**src/rv_pkg.sv**
```systemverilog
`default_nettype none

package rv_pkg;

    typedef logic [31:0] word_t;      // Register or data value
    typedef logic [4:0]  reg_addr_t;  // Register index
    typedef logic [3:0]  alu_op_t;

    // ALU operation codes
    localparam alu_op_t ALU_ADD    = 4'd0;
    localparam alu_op_t ALU_SUB    = 4'd1;
    localparam alu_op_t ALU_AND    = 4'd2;
    localparam alu_op_t ALU_OR     = 4'd3;
    localparam alu_op_t ALU_XOR    = 4'd4;
    localparam alu_op_t ALU_SLT    = 4'd5;  // Signed compare
    localparam alu_op_t ALU_SLL    = 4'd6;
    localparam alu_op_t ALU_SRL    = 4'd7;
    localparam alu_op_t ALU_PASS_B = 4'd8;  // Result is operand B, for LUI

    // Major opcodes, inst[6:0]
    localparam logic [6:0] OPC_OP     = 7'b0110011;
    localparam logic [6:0] OPC_OP_IMM = 7'b0010011;
    localparam logic [6:0] OPC_LUI    = 7'b0110111;

endpackage

`default_nettype wire

```
**src/dec_if.sv**
```systemverilog
`default_nettype none

// Decoded instruction fields, decode to execute
interface dec_if;

    rv_pkg::reg_addr_t rs1_addr;
    rv_pkg::reg_addr_t rs2_addr;
    rv_pkg::reg_addr_t rd;
    rv_pkg::word_t     imm;
    rv_pkg::alu_op_t   alu_op;
    logic              use_imm;   // Operand B from imm
    logic              reg_we;    // Supported opcode and rd != x0

    modport decoder (
        output rs1_addr, rs2_addr, rd, imm, alu_op, use_imm, reg_we
    );

    modport execute (
        input rs1_addr, rs2_addr, rd, imm, alu_op, use_imm, reg_we
    );

endinterface

`default_nettype wire

```
**src/execute_stage.sv**
```systemverilog
`default_nettype none

module execute_stage (
    input  wire logic              clk,
    input  wire logic              rst,
    input  wire logic              inst_valid,
    output logic                   inst_ready,
    dec_if.execute                 dec,
    input  wire rv_pkg::word_t     rs1_data,
    input  wire rv_pkg::word_t     rs2_data,
    output logic                   wb_we,
    output rv_pkg::reg_addr_t      wb_rd,
    output rv_pkg::word_t          wb_data,
    output logic                   retire_valid,
    input  wire logic              retire_ready,
    output rv_pkg::reg_addr_t      retire_rd,
    output logic                   retire_we,
    output rv_pkg::word_t          retire_data
);

    // S1 operand register
    logic              s1_valid;
    rv_pkg::word_t     s1_a;
    rv_pkg::word_t     s1_b;
    rv_pkg::word_t     s1_imm;
    rv_pkg::alu_op_t   s1_alu_op;
    logic              s1_use_imm;
    logic              s1_we;
    rv_pkg::reg_addr_t s1_rd;

    rv_pkg::word_t     fwd_a;
    rv_pkg::word_t     fwd_b;
    rv_pkg::word_t     alu_b;
    rv_pkg::word_t     alu_result;
    logic              r_free;
    logic              r_load;
    logic              accept;

    assign r_free     = !retire_valid || retire_ready;  // R empty or draining
    assign r_load     = s1_valid && r_free;
    assign inst_ready = !s1_valid || r_free;
    assign accept     = inst_valid && inst_ready;

    // S1 result reaches the register file on the same edge that captures the new operands
    assign fwd_a = (s1_valid && s1_we && (s1_rd == dec.rs1_addr)) ? alu_result : rs1_data;
    assign fwd_b = (s1_valid && s1_we && (s1_rd == dec.rs2_addr)) ? alu_result : rs2_data;

    assign alu_b = s1_use_imm ? s1_imm : s1_b;

    always_comb begin
        case (s1_alu_op)
            rv_pkg::ALU_ADD:    alu_result = s1_a + alu_b;
            rv_pkg::ALU_SUB:    alu_result = s1_a - alu_b;
            rv_pkg::ALU_AND:    alu_result = s1_a & alu_b;
            rv_pkg::ALU_OR:     alu_result = s1_a | alu_b;
            rv_pkg::ALU_XOR:    alu_result = s1_a ^ alu_b;
            rv_pkg::ALU_SLT:    alu_result = {31'b0, $signed(s1_a) < $signed(alu_b)};
            rv_pkg::ALU_SLL:    alu_result = s1_a << alu_b[4:0];
            rv_pkg::ALU_SRL:    alu_result = s1_a >> alu_b[4:0];
            rv_pkg::ALU_PASS_B: alu_result = alu_b;
            default:            alu_result = '0;
        endcase
    end

    always_ff @(posedge clk) begin
        if (rst) begin
            s1_valid <= 1'b0;
        end else if (accept) begin
            s1_valid <= 1'b1;   // Also covers S1 moving to R on this edge
        end else if (r_load) begin
            s1_valid <= 1'b0;
        end
    end

    always_ff @(posedge clk) begin
        if (accept) begin
            s1_a       <= fwd_a;
            s1_b       <= fwd_b;
            s1_imm     <= dec.imm;
            s1_alu_op  <= dec.alu_op;
            s1_use_imm <= dec.use_imm;
            s1_we      <= dec.reg_we;
            s1_rd      <= dec.rd;
        end
    end

    // Retire register R
    always_ff @(posedge clk) begin
        if (rst) begin
            retire_valid <= 1'b0;
        end else if (r_load) begin
            retire_valid <= 1'b1;
        end else if (retire_ready) begin
            retire_valid <= 1'b0;
        end
    end

    always_ff @(posedge clk) begin
        if (r_load) begin
            retire_rd   <= s1_rd;
            retire_we   <= s1_we;
            retire_data <= alu_result;
        end
    end

    // Register write lands with the R load
    assign wb_we   = r_load && s1_we;
    assign wb_rd   = s1_rd;
    assign wb_data = alu_result;

endmodule

`default_nettype wire

```
**src/inst_decode.sv**
```systemverilog
`default_nettype none

module inst_decode (
    input  wire rv_pkg::word_t inst,
    dec_if.decoder             dec
);

    logic [6:0]        opcode;
    logic [2:0]        funct3;
    logic              alt;        // funct7 bit 5, selects SUB or SRA
    rv_pkg::reg_addr_t rd;
    rv_pkg::word_t     imm_i;
    rv_pkg::word_t     imm_u;
    logic              is_op;
    logic              is_op_imm;
    logic              is_lui;
    logic              funct_ok;

    assign opcode = inst[6:0];
    assign funct3 = inst[14:12];
    assign alt    = inst[30];
    assign rd     = inst[11:7];

    assign is_op     = (opcode == rv_pkg::OPC_OP);
    assign is_op_imm = (opcode == rv_pkg::OPC_OP_IMM);
    assign is_lui    = (opcode == rv_pkg::OPC_LUI);

    // Register fields go out unchanged
    assign dec.rs1_addr = inst[19:15];
    assign dec.rs2_addr = inst[24:20];
    assign dec.rd       = rd;

    // Immediate formats
    assign imm_i = {{20{inst[31]}}, inst[31:20]};
    assign imm_u = {inst[31:12], 12'b0};

    assign dec.imm     = is_lui ? imm_u : imm_i;
    assign dec.use_imm = is_op_imm || is_lui;

    always_comb begin
        dec.alu_op = rv_pkg::ALU_ADD;
        funct_ok   = 1'b1;
        if (is_lui) begin
            dec.alu_op = rv_pkg::ALU_PASS_B;
        end else begin
            case (funct3)
                3'b000: begin
                    // ADDI has no SUB form
                    dec.alu_op = (is_op && alt) ? rv_pkg::ALU_SUB : rv_pkg::ALU_ADD;
                end
                3'b001: dec.alu_op = rv_pkg::ALU_SLL;
                3'b010: dec.alu_op = rv_pkg::ALU_SLT;
                3'b100: dec.alu_op = rv_pkg::ALU_XOR;
                3'b101: begin
                    dec.alu_op = rv_pkg::ALU_SRL;
                    funct_ok   = !alt;      // No arithmetic shift
                end
                3'b110: dec.alu_op = rv_pkg::ALU_OR;
                3'b111: dec.alu_op = rv_pkg::ALU_AND;
                default: funct_ok = 1'b0;   // SLTU and SLTIU
            endcase
        end
    end

    // Writes to x0 are dropped here, once for the whole pipeline
    assign dec.reg_we = (is_op || is_op_imm || is_lui) && funct_ok && (rd != '0);

endmodule

`default_nettype wire

```
**src/reg_file.sv**
```systemverilog
`default_nettype none

module reg_file (
    input  wire logic              clk,
    input  wire rv_pkg::reg_addr_t rs1_addr,
    input  wire rv_pkg::reg_addr_t rs2_addr,
    output rv_pkg::word_t          rs1_data,
    output rv_pkg::word_t          rs2_data,
    input  wire logic              wb_we,
    input  wire rv_pkg::reg_addr_t wb_rd,
    input  wire rv_pkg::word_t     wb_data
);

    rv_pkg::word_t regs [32];

    // Write port, wb_we never comes with x0 as the target
    always_ff @(posedge clk) begin
        if (wb_we) begin
            regs[wb_rd] <= wb_data;
        end
    end

    // Asynchronous read ports
    assign rs1_data = (rs1_addr == '0) ? '0 : regs[rs1_addr];
    assign rs2_data = (rs2_addr == '0) ? '0 : regs[rs2_addr];

endmodule

`default_nettype wire

```
**src/rv_core.sv**
```systemverilog
`default_nettype none

module rv_core (
    input  wire logic        clk,
    input  wire logic        rst,
    input  wire logic [31:0] inst,
    input  wire logic        inst_valid,
    output logic             inst_ready,
    output logic             retire_valid,
    input  wire logic        retire_ready,
    output logic [4:0]       retire_rd,
    output logic             retire_we,
    output logic [31:0]      retire_data
);

    rv_pkg::word_t     rs1_data;
    rv_pkg::word_t     rs2_data;
    logic              wb_we;
    rv_pkg::reg_addr_t wb_rd;
    rv_pkg::word_t     wb_data;

    dec_if dec_bus ();

    inst_decode decode_i (
        .inst (inst),
        .dec  (dec_bus)
    );

    // Register read runs alongside decode
    reg_file reg_file_i (
        .clk      (clk),
        .rs1_addr (dec_bus.rs1_addr),
        .rs2_addr (dec_bus.rs2_addr),
        .rs1_data (rs1_data),
        .rs2_data (rs2_data),
        .wb_we    (wb_we),
        .wb_rd    (wb_rd),
        .wb_data  (wb_data)
    );

    execute_stage execute_i (
        .clk          (clk),
        .rst          (rst),
        .inst_valid   (inst_valid),
        .inst_ready   (inst_ready),
        .dec          (dec_bus),
        .rs1_data     (rs1_data),
        .rs2_data     (rs2_data),
        .wb_we        (wb_we),
        .wb_rd        (wb_rd),
        .wb_data      (wb_data),
        .retire_valid (retire_valid),
        .retire_ready (retire_ready),
        .retire_rd    (retire_rd),
        .retire_we    (retire_we),
        .retire_data  (retire_data)
    );

endmodule

`default_nettype wire

```
**config.mk**
```make
export PLATFORM = sky130hd
export DESIGN_NAME = rv_core
export DESIGN_NICKNAME = d
export VERILOG_FILES = /design/src/rv_pkg.sv /design/src/dec_if.sv /design/src/execute_stage.sv /design/src/inst_decode.sv /design/src/reg_file.sv /design/src/rv_core.sv
export SDC_FILE = /design/constraint.sdc
export NUM_CORES = 2
export LEC_CHECK = 0
export ABC_AREA = 1
export BUFFER_PORTS_ARGS = -buffer_cell sky130_fd_sc_hd__buf_2
export CAP_MARGIN = 15
export CELL_PAD_IN_SITES_DETAIL_PLACEMENT = 1
export CELL_PAD_IN_SITES_GLOBAL_PLACEMENT = 1
export CORE_MARGIN = 5
export CORE_UTILIZATION = 36
export DETAILED_ROUTE_END_ITERATION = 8
export GPL_TIMING_DRIVEN = 1
export HOLD_SLACK_MARGIN = 0.05
export PLACE_DENSITY_LB_ADDON = 0.05
export SETUP_SLACK_MARGIN = 0.05
export SYNTH_ARGS = -nofsm -noshare
export SYNTH_HDL_FRONTEND = slang
export SYNTH_SLANG_ARGS = --single-unit
```
**constraint.sdc**
```tcl
create_clock -name clk -period 3.5 [get_ports clk]
set_input_delay 0.35 -clock clk [delete_from_list [all_inputs] [get_ports clk]]
set_output_delay 0.35 -clock clk [all_outputs]
set_load 0.01 [all_outputs]
```
# After elaboration in Yosys (flattened, before gate mapping)
# Memories as Yosys holds them, arrays and structs flattened.
# Index checks and enable logic that the tools add are counted.
# word_totals
reg_bits	147
mem_bits_rw	1024
input_bits	36
out_inout_bits	40
word_cells	83
memories	1
# mem_list
name	words	word_bits	rd	rd_clocked_by_memory_dff	write_ports	line	rtl
reg_file_i.regs	32	32	2	0	1	reg_file.sv:14	rv_pkg::word_t regs [32];
# op_classes
n_addsub	2
order_cmp	1
eq_ne	19
shift	2
mux	17
bitwise	3
n_reduce_logical	25
# ops
operator	count
case mux 32 bit (9 select lines)	1
two-way mux 32 bit	5
adder 32 bit	1
AND 32 bit	1
less-than comparator 32 bit	1
bitwise OR 32 bit	1
left shift 32 x 5 -> 32 bit	1
>> shifter 32 x 5 -> 32 bit	1
subtractor 32 bit	1
bitwise XOR 32 bit	1
two-way mux 31 bit	1
case mux 4 bit (7 select lines)	1
== test 4 x 3 -> 1 bit (second input constant)	4
== test 7 x 6 -> 1 bit (second input constant)	2
== test 3 bit (second input constant)	4
== test 5 bit	2
logical NOT 5 bit	2
logical AND 1 bit	9
== test 4 x 2 -> 1 bit (second input constant)	2
two-way mux 1 bit	8
== test 7 x 5 -> 1 bit (second input constant)	1
OR reduction 6 bit	1
logical OR 1 bit	5
nonzero test 5 bit	1
9 further kinds	12

# Longest topological paths before layout
# depth
depth_word	6
ltp_mapped	22

# Cells and area by module
# Synthesis repeated with hierarchy kept, for this count alone.
# hier_totals
cells_unflattened	8546
area_unflattened_um2	68450.6
# modules_own_cells
mod	n_inst	cells_per_inst	area_each_um2	seq_area_each_um2
reg_file	1	5956	52105.0	30749.5
execute_stage	1	2481	15790.1	4394.2
inst_decode	1	109	555.5	0.0

# Least setup slack after synthesis
# Ideal clock, no wire load.
# synth_path
path_type	reg2reg
startpoint	register execute_i.s1_use_imm
endpoint	register execute_i.s1_a[22] (data pin)
arrival_ps	3302
path_slack_ps	-61
path_stages_with_launch	20
n_path_buf	3
period_less_slack_ps	3561
path_cell_list	edfxtp_1 -> inv_2 -> buf_6 -> clkbuf_2 -> or2_2 -> o21ai_0 -> ha_1 -> clkbuf_1 -> nor2_1 -> inv_1 -> nor2_1 -> nand2_1 -> nor2_1 -> nand2_1 -> nand3_1 -> nand2_1 -> nand3_1 -> nand4_1 -> nand2_1 -> nand2_1
# synth_via
elab_chain_len	4
elab_cells_between_ends	10
cone_classes	2 x add/sub; 2 x shift; 3 x mux; 3 x bitwise
# synth_lines
element	line	rtl
start, declared	execute_stage.sv:27	logic s1_use_imm;
start signal, assigned	execute_stage.sv:81	s1_use_imm <= dec.use_imm;
two-way mux 32 bit (*)	execute_stage.sv:48	assign alu_b = s1_use_imm ? s1_imm : s1_b;
subtractor 32 bit, or another cell as far along	execute_stage.sv:53	rv_pkg::ALU_SUB: alu_result = s1_a - alu_b;
case mux 32 bit (9 select lines) (*)	execute_stage.sv:51	case (s1_alu_op)
named net execute_i.wb_data[22]	execute_stage.sv:13	output rv_pkg::word_t wb_data,
two-way mux 32 bit (*)	execute_stage.sv:45	assign fwd_a = (s1_valid && s1_we && (s1_rd == dec.rs1_addr)) ? alu_result : rs1_data;
named net execute_i.fwd_a[22]	execute_stage.sv:31	rv_pkg::word_t fwd_a;
end signal, assigned	execute_stage.sv:77	s1_a <= fwd_a;
end, declared	execute_stage.sv:23	rv_pkg::word_t s1_a;
# The timed path passes the listed nets; every way through them passes the cells marked *.
# A chain may end at the register's enable or synchronous reset.

# Worst setup path in the final report
# layout_path
startpoint	register execute_i.s1_use_imm
endpoint	register execute_i.s1_b[9] (data pin)
# layout_via
elab_chain_len	4
elab_cells_between_ends	10
cone_classes	2 x add/sub; 2 x shift; 3 x mux; 3 x bitwise
# layout_lines
element	line	rtl
two-way mux 32 bit (*)	execute_stage.sv:48	
subtractor 32 bit, or another cell as far along	execute_stage.sv:53	
case mux 32 bit (9 select lines) (*)	execute_stage.sv:51	
named net execute_i.wb_data[9]	execute_stage.sv:13	
two-way mux 32 bit (*)	execute_stage.sv:46	assign fwd_b = (s1_valid && s1_we && (s1_rd == dec.rs2_addr)) ? alu_result : rs2_data;
named net execute_i.fwd_b[9]	execute_stage.sv:32	rv_pkg::word_t fwd_b;
end signal, assigned	execute_stage.sv:78	s1_b <= fwd_b;
end, declared	execute_stage.sv:24	rv_pkg::word_t s1_b;
# Marked as above.

==> run_results.csv <==
group,metric,value,unit
final_layout,layout-drive-gt1-share,15.7,%
final_layout,nets,7979,
floorplanning,initial_core_util,36.1,%
synth,avgSynthCellArea,8.74,um2
global_route,grt_use_total,34.1,%
synth,async_reset_ff_share,0,%
hold_path,hold_class,"primary input to flip-flop",
synth,synth_area_leaders,"edfxtp_1 54%, nand2_1 9.0%, nand3_1 7.7%",
timing,grt_setup_unrepaired,"yes",
final_layout,nFillCells,20500,
timing,fmaxAchievable,288,MHz
synth,synthAdderAreaFrac,1.94,%
power_and_ir_drop,power.share.sequential,41.6,%
worst_setup_path,slowest_delay,0.47,ns
worst_setup_path,worst-endpoint-required,4.18,ns
synth,synth_xor_area_share,0.0269,%
power_and_ir_drop,p_comb_share,22.6,%
synth,syn-num-nets,7587,
synth,synth_commonest_cells,"1,569 x nand2_1, 1,169 x edfxtp_1, 999 x nand3_1",
synth,syn_inst,7451,
synth,yosysTopAreaCell,"edfxtp_1",
timing,setup-tns-final,0,ns
worst_setup_path,cp_slowest_cell,"edfxtp_1",
timing,slew_headroom,31.8,%
detailed_routing,routed_wl,338000,um
global_route,antenna_found_initial,17,
worst_setup_path,timing.reg2reg.setup_slack,0.03,ns
power_and_ir_drop,p_int,27200,uW
clock_network,cts-root-buf,"clkbuf_16",
timing,hold_viol_final,0,
synth,synth_top_family_by_area,"simple AND/OR/NAND/NOR gates",
power_and_ir_drop,total_leakage_power,0.0306,uW
final_layout,design_area,79600,um2
global_route,grt_max_degree,119,
synth,synth-seq-cells,1171,
global_route,grt_overflow,0,
detailed_routing,wire_per_inst,32.7,um
placed_design,dpl_cell_area,73400,um2
worst_setup_path,worstPathArrival,4.14,ns
floorplanning,rows,156,
clock_network,h-tree-depth,4,
synth,yosysMostFrequentCell,"nand2_1",
timing,fin_crit_sh,99.0,%
worst_setup_path,worstSetupPathType,"flip-flop to flip-flop",
power_and_ir_drop,p_sw,12400,uW
synth,yosysUniqueCellTypes,47,
detailed_routing,ant_nets,0,
clock_network,clock_latency,0.82,ns
clock_network,clkTransAtPathRegs,0.07,ns
floorplanning,io_pins,76,
worst_setup_path,crit_chain,"inv_4 -> buf_12 -> or2_0 -> o21ai_2 -> ha_1 -> buf_4 -> nor2_2 -> nand2_1 -> inv_1 -> nand2_1 -> nand2_1 -> a21oi_1 -> o21ai_1 -> nor2_1 -> nand2_1 -> buf_12 -> nand2_1 -> nand2_1",
worst_setup_path,cp_max_fo,35,
placed_design,place.gp.congestion,1.01,
power_and_ir_drop,power_density,497,nW/um2
global_route,grt_pass1_wl,465000,um
worst_setup_path,startpoint_type,"flip-flop",
synth,synth.area.mux_share,0,%
global_route,grt_pass1_vias,61300,
outcome,status,"finished, final reports clean",
floorplanning,design.core.area,180000,um2
timing,worst_slew_pin_slew,1.02,ns
final_layout,layoutNonFillerInstCount,10300,
placed_design,dp.cells,10000,
synth,yosys_warnings,0,
power_and_ir_drop,clock_power_share,35.8,%
synth,synth_edf_count,1169,
power_and_ir_drop,ir_drop,0.000568,V
clock_network,cts_buffers,141,
timing,finClkSkew,0.0406,ns
clock_network,cts_buffer_depth,3,
detailed_routing,via_per_inst,6.03,
worst_setup_path,cpMostUsedCell,"nand2_1",
detailed_routing,drc,0,
clock_network,cts_sinks,1171,
floorplanning,die_h,435,um
floorplanning,dieArea,190000,um2
placed_design,dp_hpwl,224000,um
clock_network,cts_tree,"built",
power_and_ir_drop,swShare,31.4,%
synth,netlist_area,65200,um2
detailed_routing,drt_pass1_iterations,6,
final_layout,area_growth,22.1,%
floorplanning,fp.dieW,435,um
placed_design,numPortBuffers,75,
synth,synth_compound_area_share,15.7,%
synth,yosys.area_share.simple,20.9,%
synth,synth_top_area_share,53.9,%
worst_setup_path,end_kind,"flip-flop",
timing,setup_viol,0,
detailed_routing,drtIter0Drc,6863,
synth,ys_seq_area_share,53.9,%
timing,hold_ws,0.109,ns
timing,period_minus_slack,3.47,ns
synth,synthFlopType,"edfxtp_1",
detailed_routing,num_vias,62300,
timing,slew_viol_final,0,
job,cap_violations,0,
flip-flops by register name (all words and copies together), names as in the netlist:
signal                  flops
reg_file_i.regs          1024
execute_i.retire_data      32
execute_i.s1_a             32
execute_i.s1_b             32
execute_i.s1_imm           32
execute_i.retire_rd         5
execute_i.wb_rd             5
execute_i.s1_alu_op         4
execute_i.retire_valid      1
execute_i.retire_we         1
execute_i.s1_use_imm        1
execute_i.s1_valid          1
execute_i.s1_we             1
cells by family after synthesis:
| kind of cell | after synthesis |
|---|---|
| AOI/OAI and AO/OA | 1745 |
| and+or+nand+nor | 3202 |
| adders and majority gates | 100 |
| buffers and inverters | 1231 |
| DFF | 1171 |
| xor gates and xnor gates | 2 |
power groups by stage:
stage | registers, uW | logic [uW] | clock network [uW]
after floorplan | 16700 | 3670 | 0
after global placement | 16800 | 7890 | 0
after detailed placement | 16800 | 7960 | 0
after CTS | 16500 | 8190 | 14400
after global routing | 16500 | 9350 | 15000
final | 16500 | 8930 | 14200
path summary, 6_finish.rpt:
| check | from | cells after the start | end |
|---|---|---|---|
| min | inst[2] | 6 | execute_i.s1_we |
| max reg2reg | execute_i.s1_use_imm | 18 | execute_i.s1_b[9] |
| max | execute_i.s1_use_imm | 18 | execute_i.s1_b[9] |
| min reg2reg | execute_i.s1_we | 0 | execute_i.retire_we |
placed cells by master, fill, tap and decap left out, drive strengths merged, types with 5 or more instances in the layout:
cell and instances:
edfxtp 1169, nand4 68, nand2 1573, clkinv 64
o21bai 10, o21ai 765, nand3 1005, nor3 30
ha 98, o2111ai 194, a21oi 484, o311ai 7
a311oi 17, o221ai 10, nor2 484, clkbuf 185
dlygate4sd3 19, o22ai 40, o211ai 198, or2 29
a211oi 16, bufinv 5, nand3b 5, diode 8
inv 712, buf 741
final cells by class:
class	instances	area [um2]	area share (%)
clock buffer	178	3750	4.72
inverter	710	2700	3.39
sequential	1171	35100	44.2
multi-input combinational	5049	26600	33.4
antenna	8	20.0	0.0252
timing repair buffer	770	7840	9.85
clock inverter	71	562	0.706
tap	2370	2970	3.73
what timing repair did:
item,in CTS,in global routing
hold buffers,19,0
setup endpoints to repair,679,924
gates cloned,3,8
gates resized for setup,69,248
hold endpoints to repair,28,0
setup buffers,6,15
pin swaps,6,36
through the flow:
step | setup slack, ns | total power, uW | utilization [%]
6_report | 0.0334 | 39600 | 44.1
5_1_grt | -0.0597 | 40800 | 44.1
4_1_cts | 0.0574 | 39000 | 43.4
3_5_place_dp | -0.243 | 24700 | 40.7
3_3_place_gp | -0.219 | 24600 | 40.7
2_1_floorplan | 0.0510 | 20400 | -
per-layer routing:
layer  vias to the layer above  wire (um)  share of wire, %  GRT usage, %
met5                         -        103             0.030             0
met2                      2689     152000                45          54.0
li1                      27100          -                 -             -
met3                       618      24800               7.3          4.91
met1                     31900     144000                43          46.7
met4                         8      17100               5.1          15.3
worst max-delay path: cells and delay by family (launching register included):
kind                       cells  cell delay, ns
buffers and inverters          5            0.82
adders and majority gates      1            0.32
DFF                            1            0.47
AOI/OAI and AO/OA              3            0.47
and+or+nand+nor                9            1.21
Note: power is estimated with default switching activity, not from simulation.
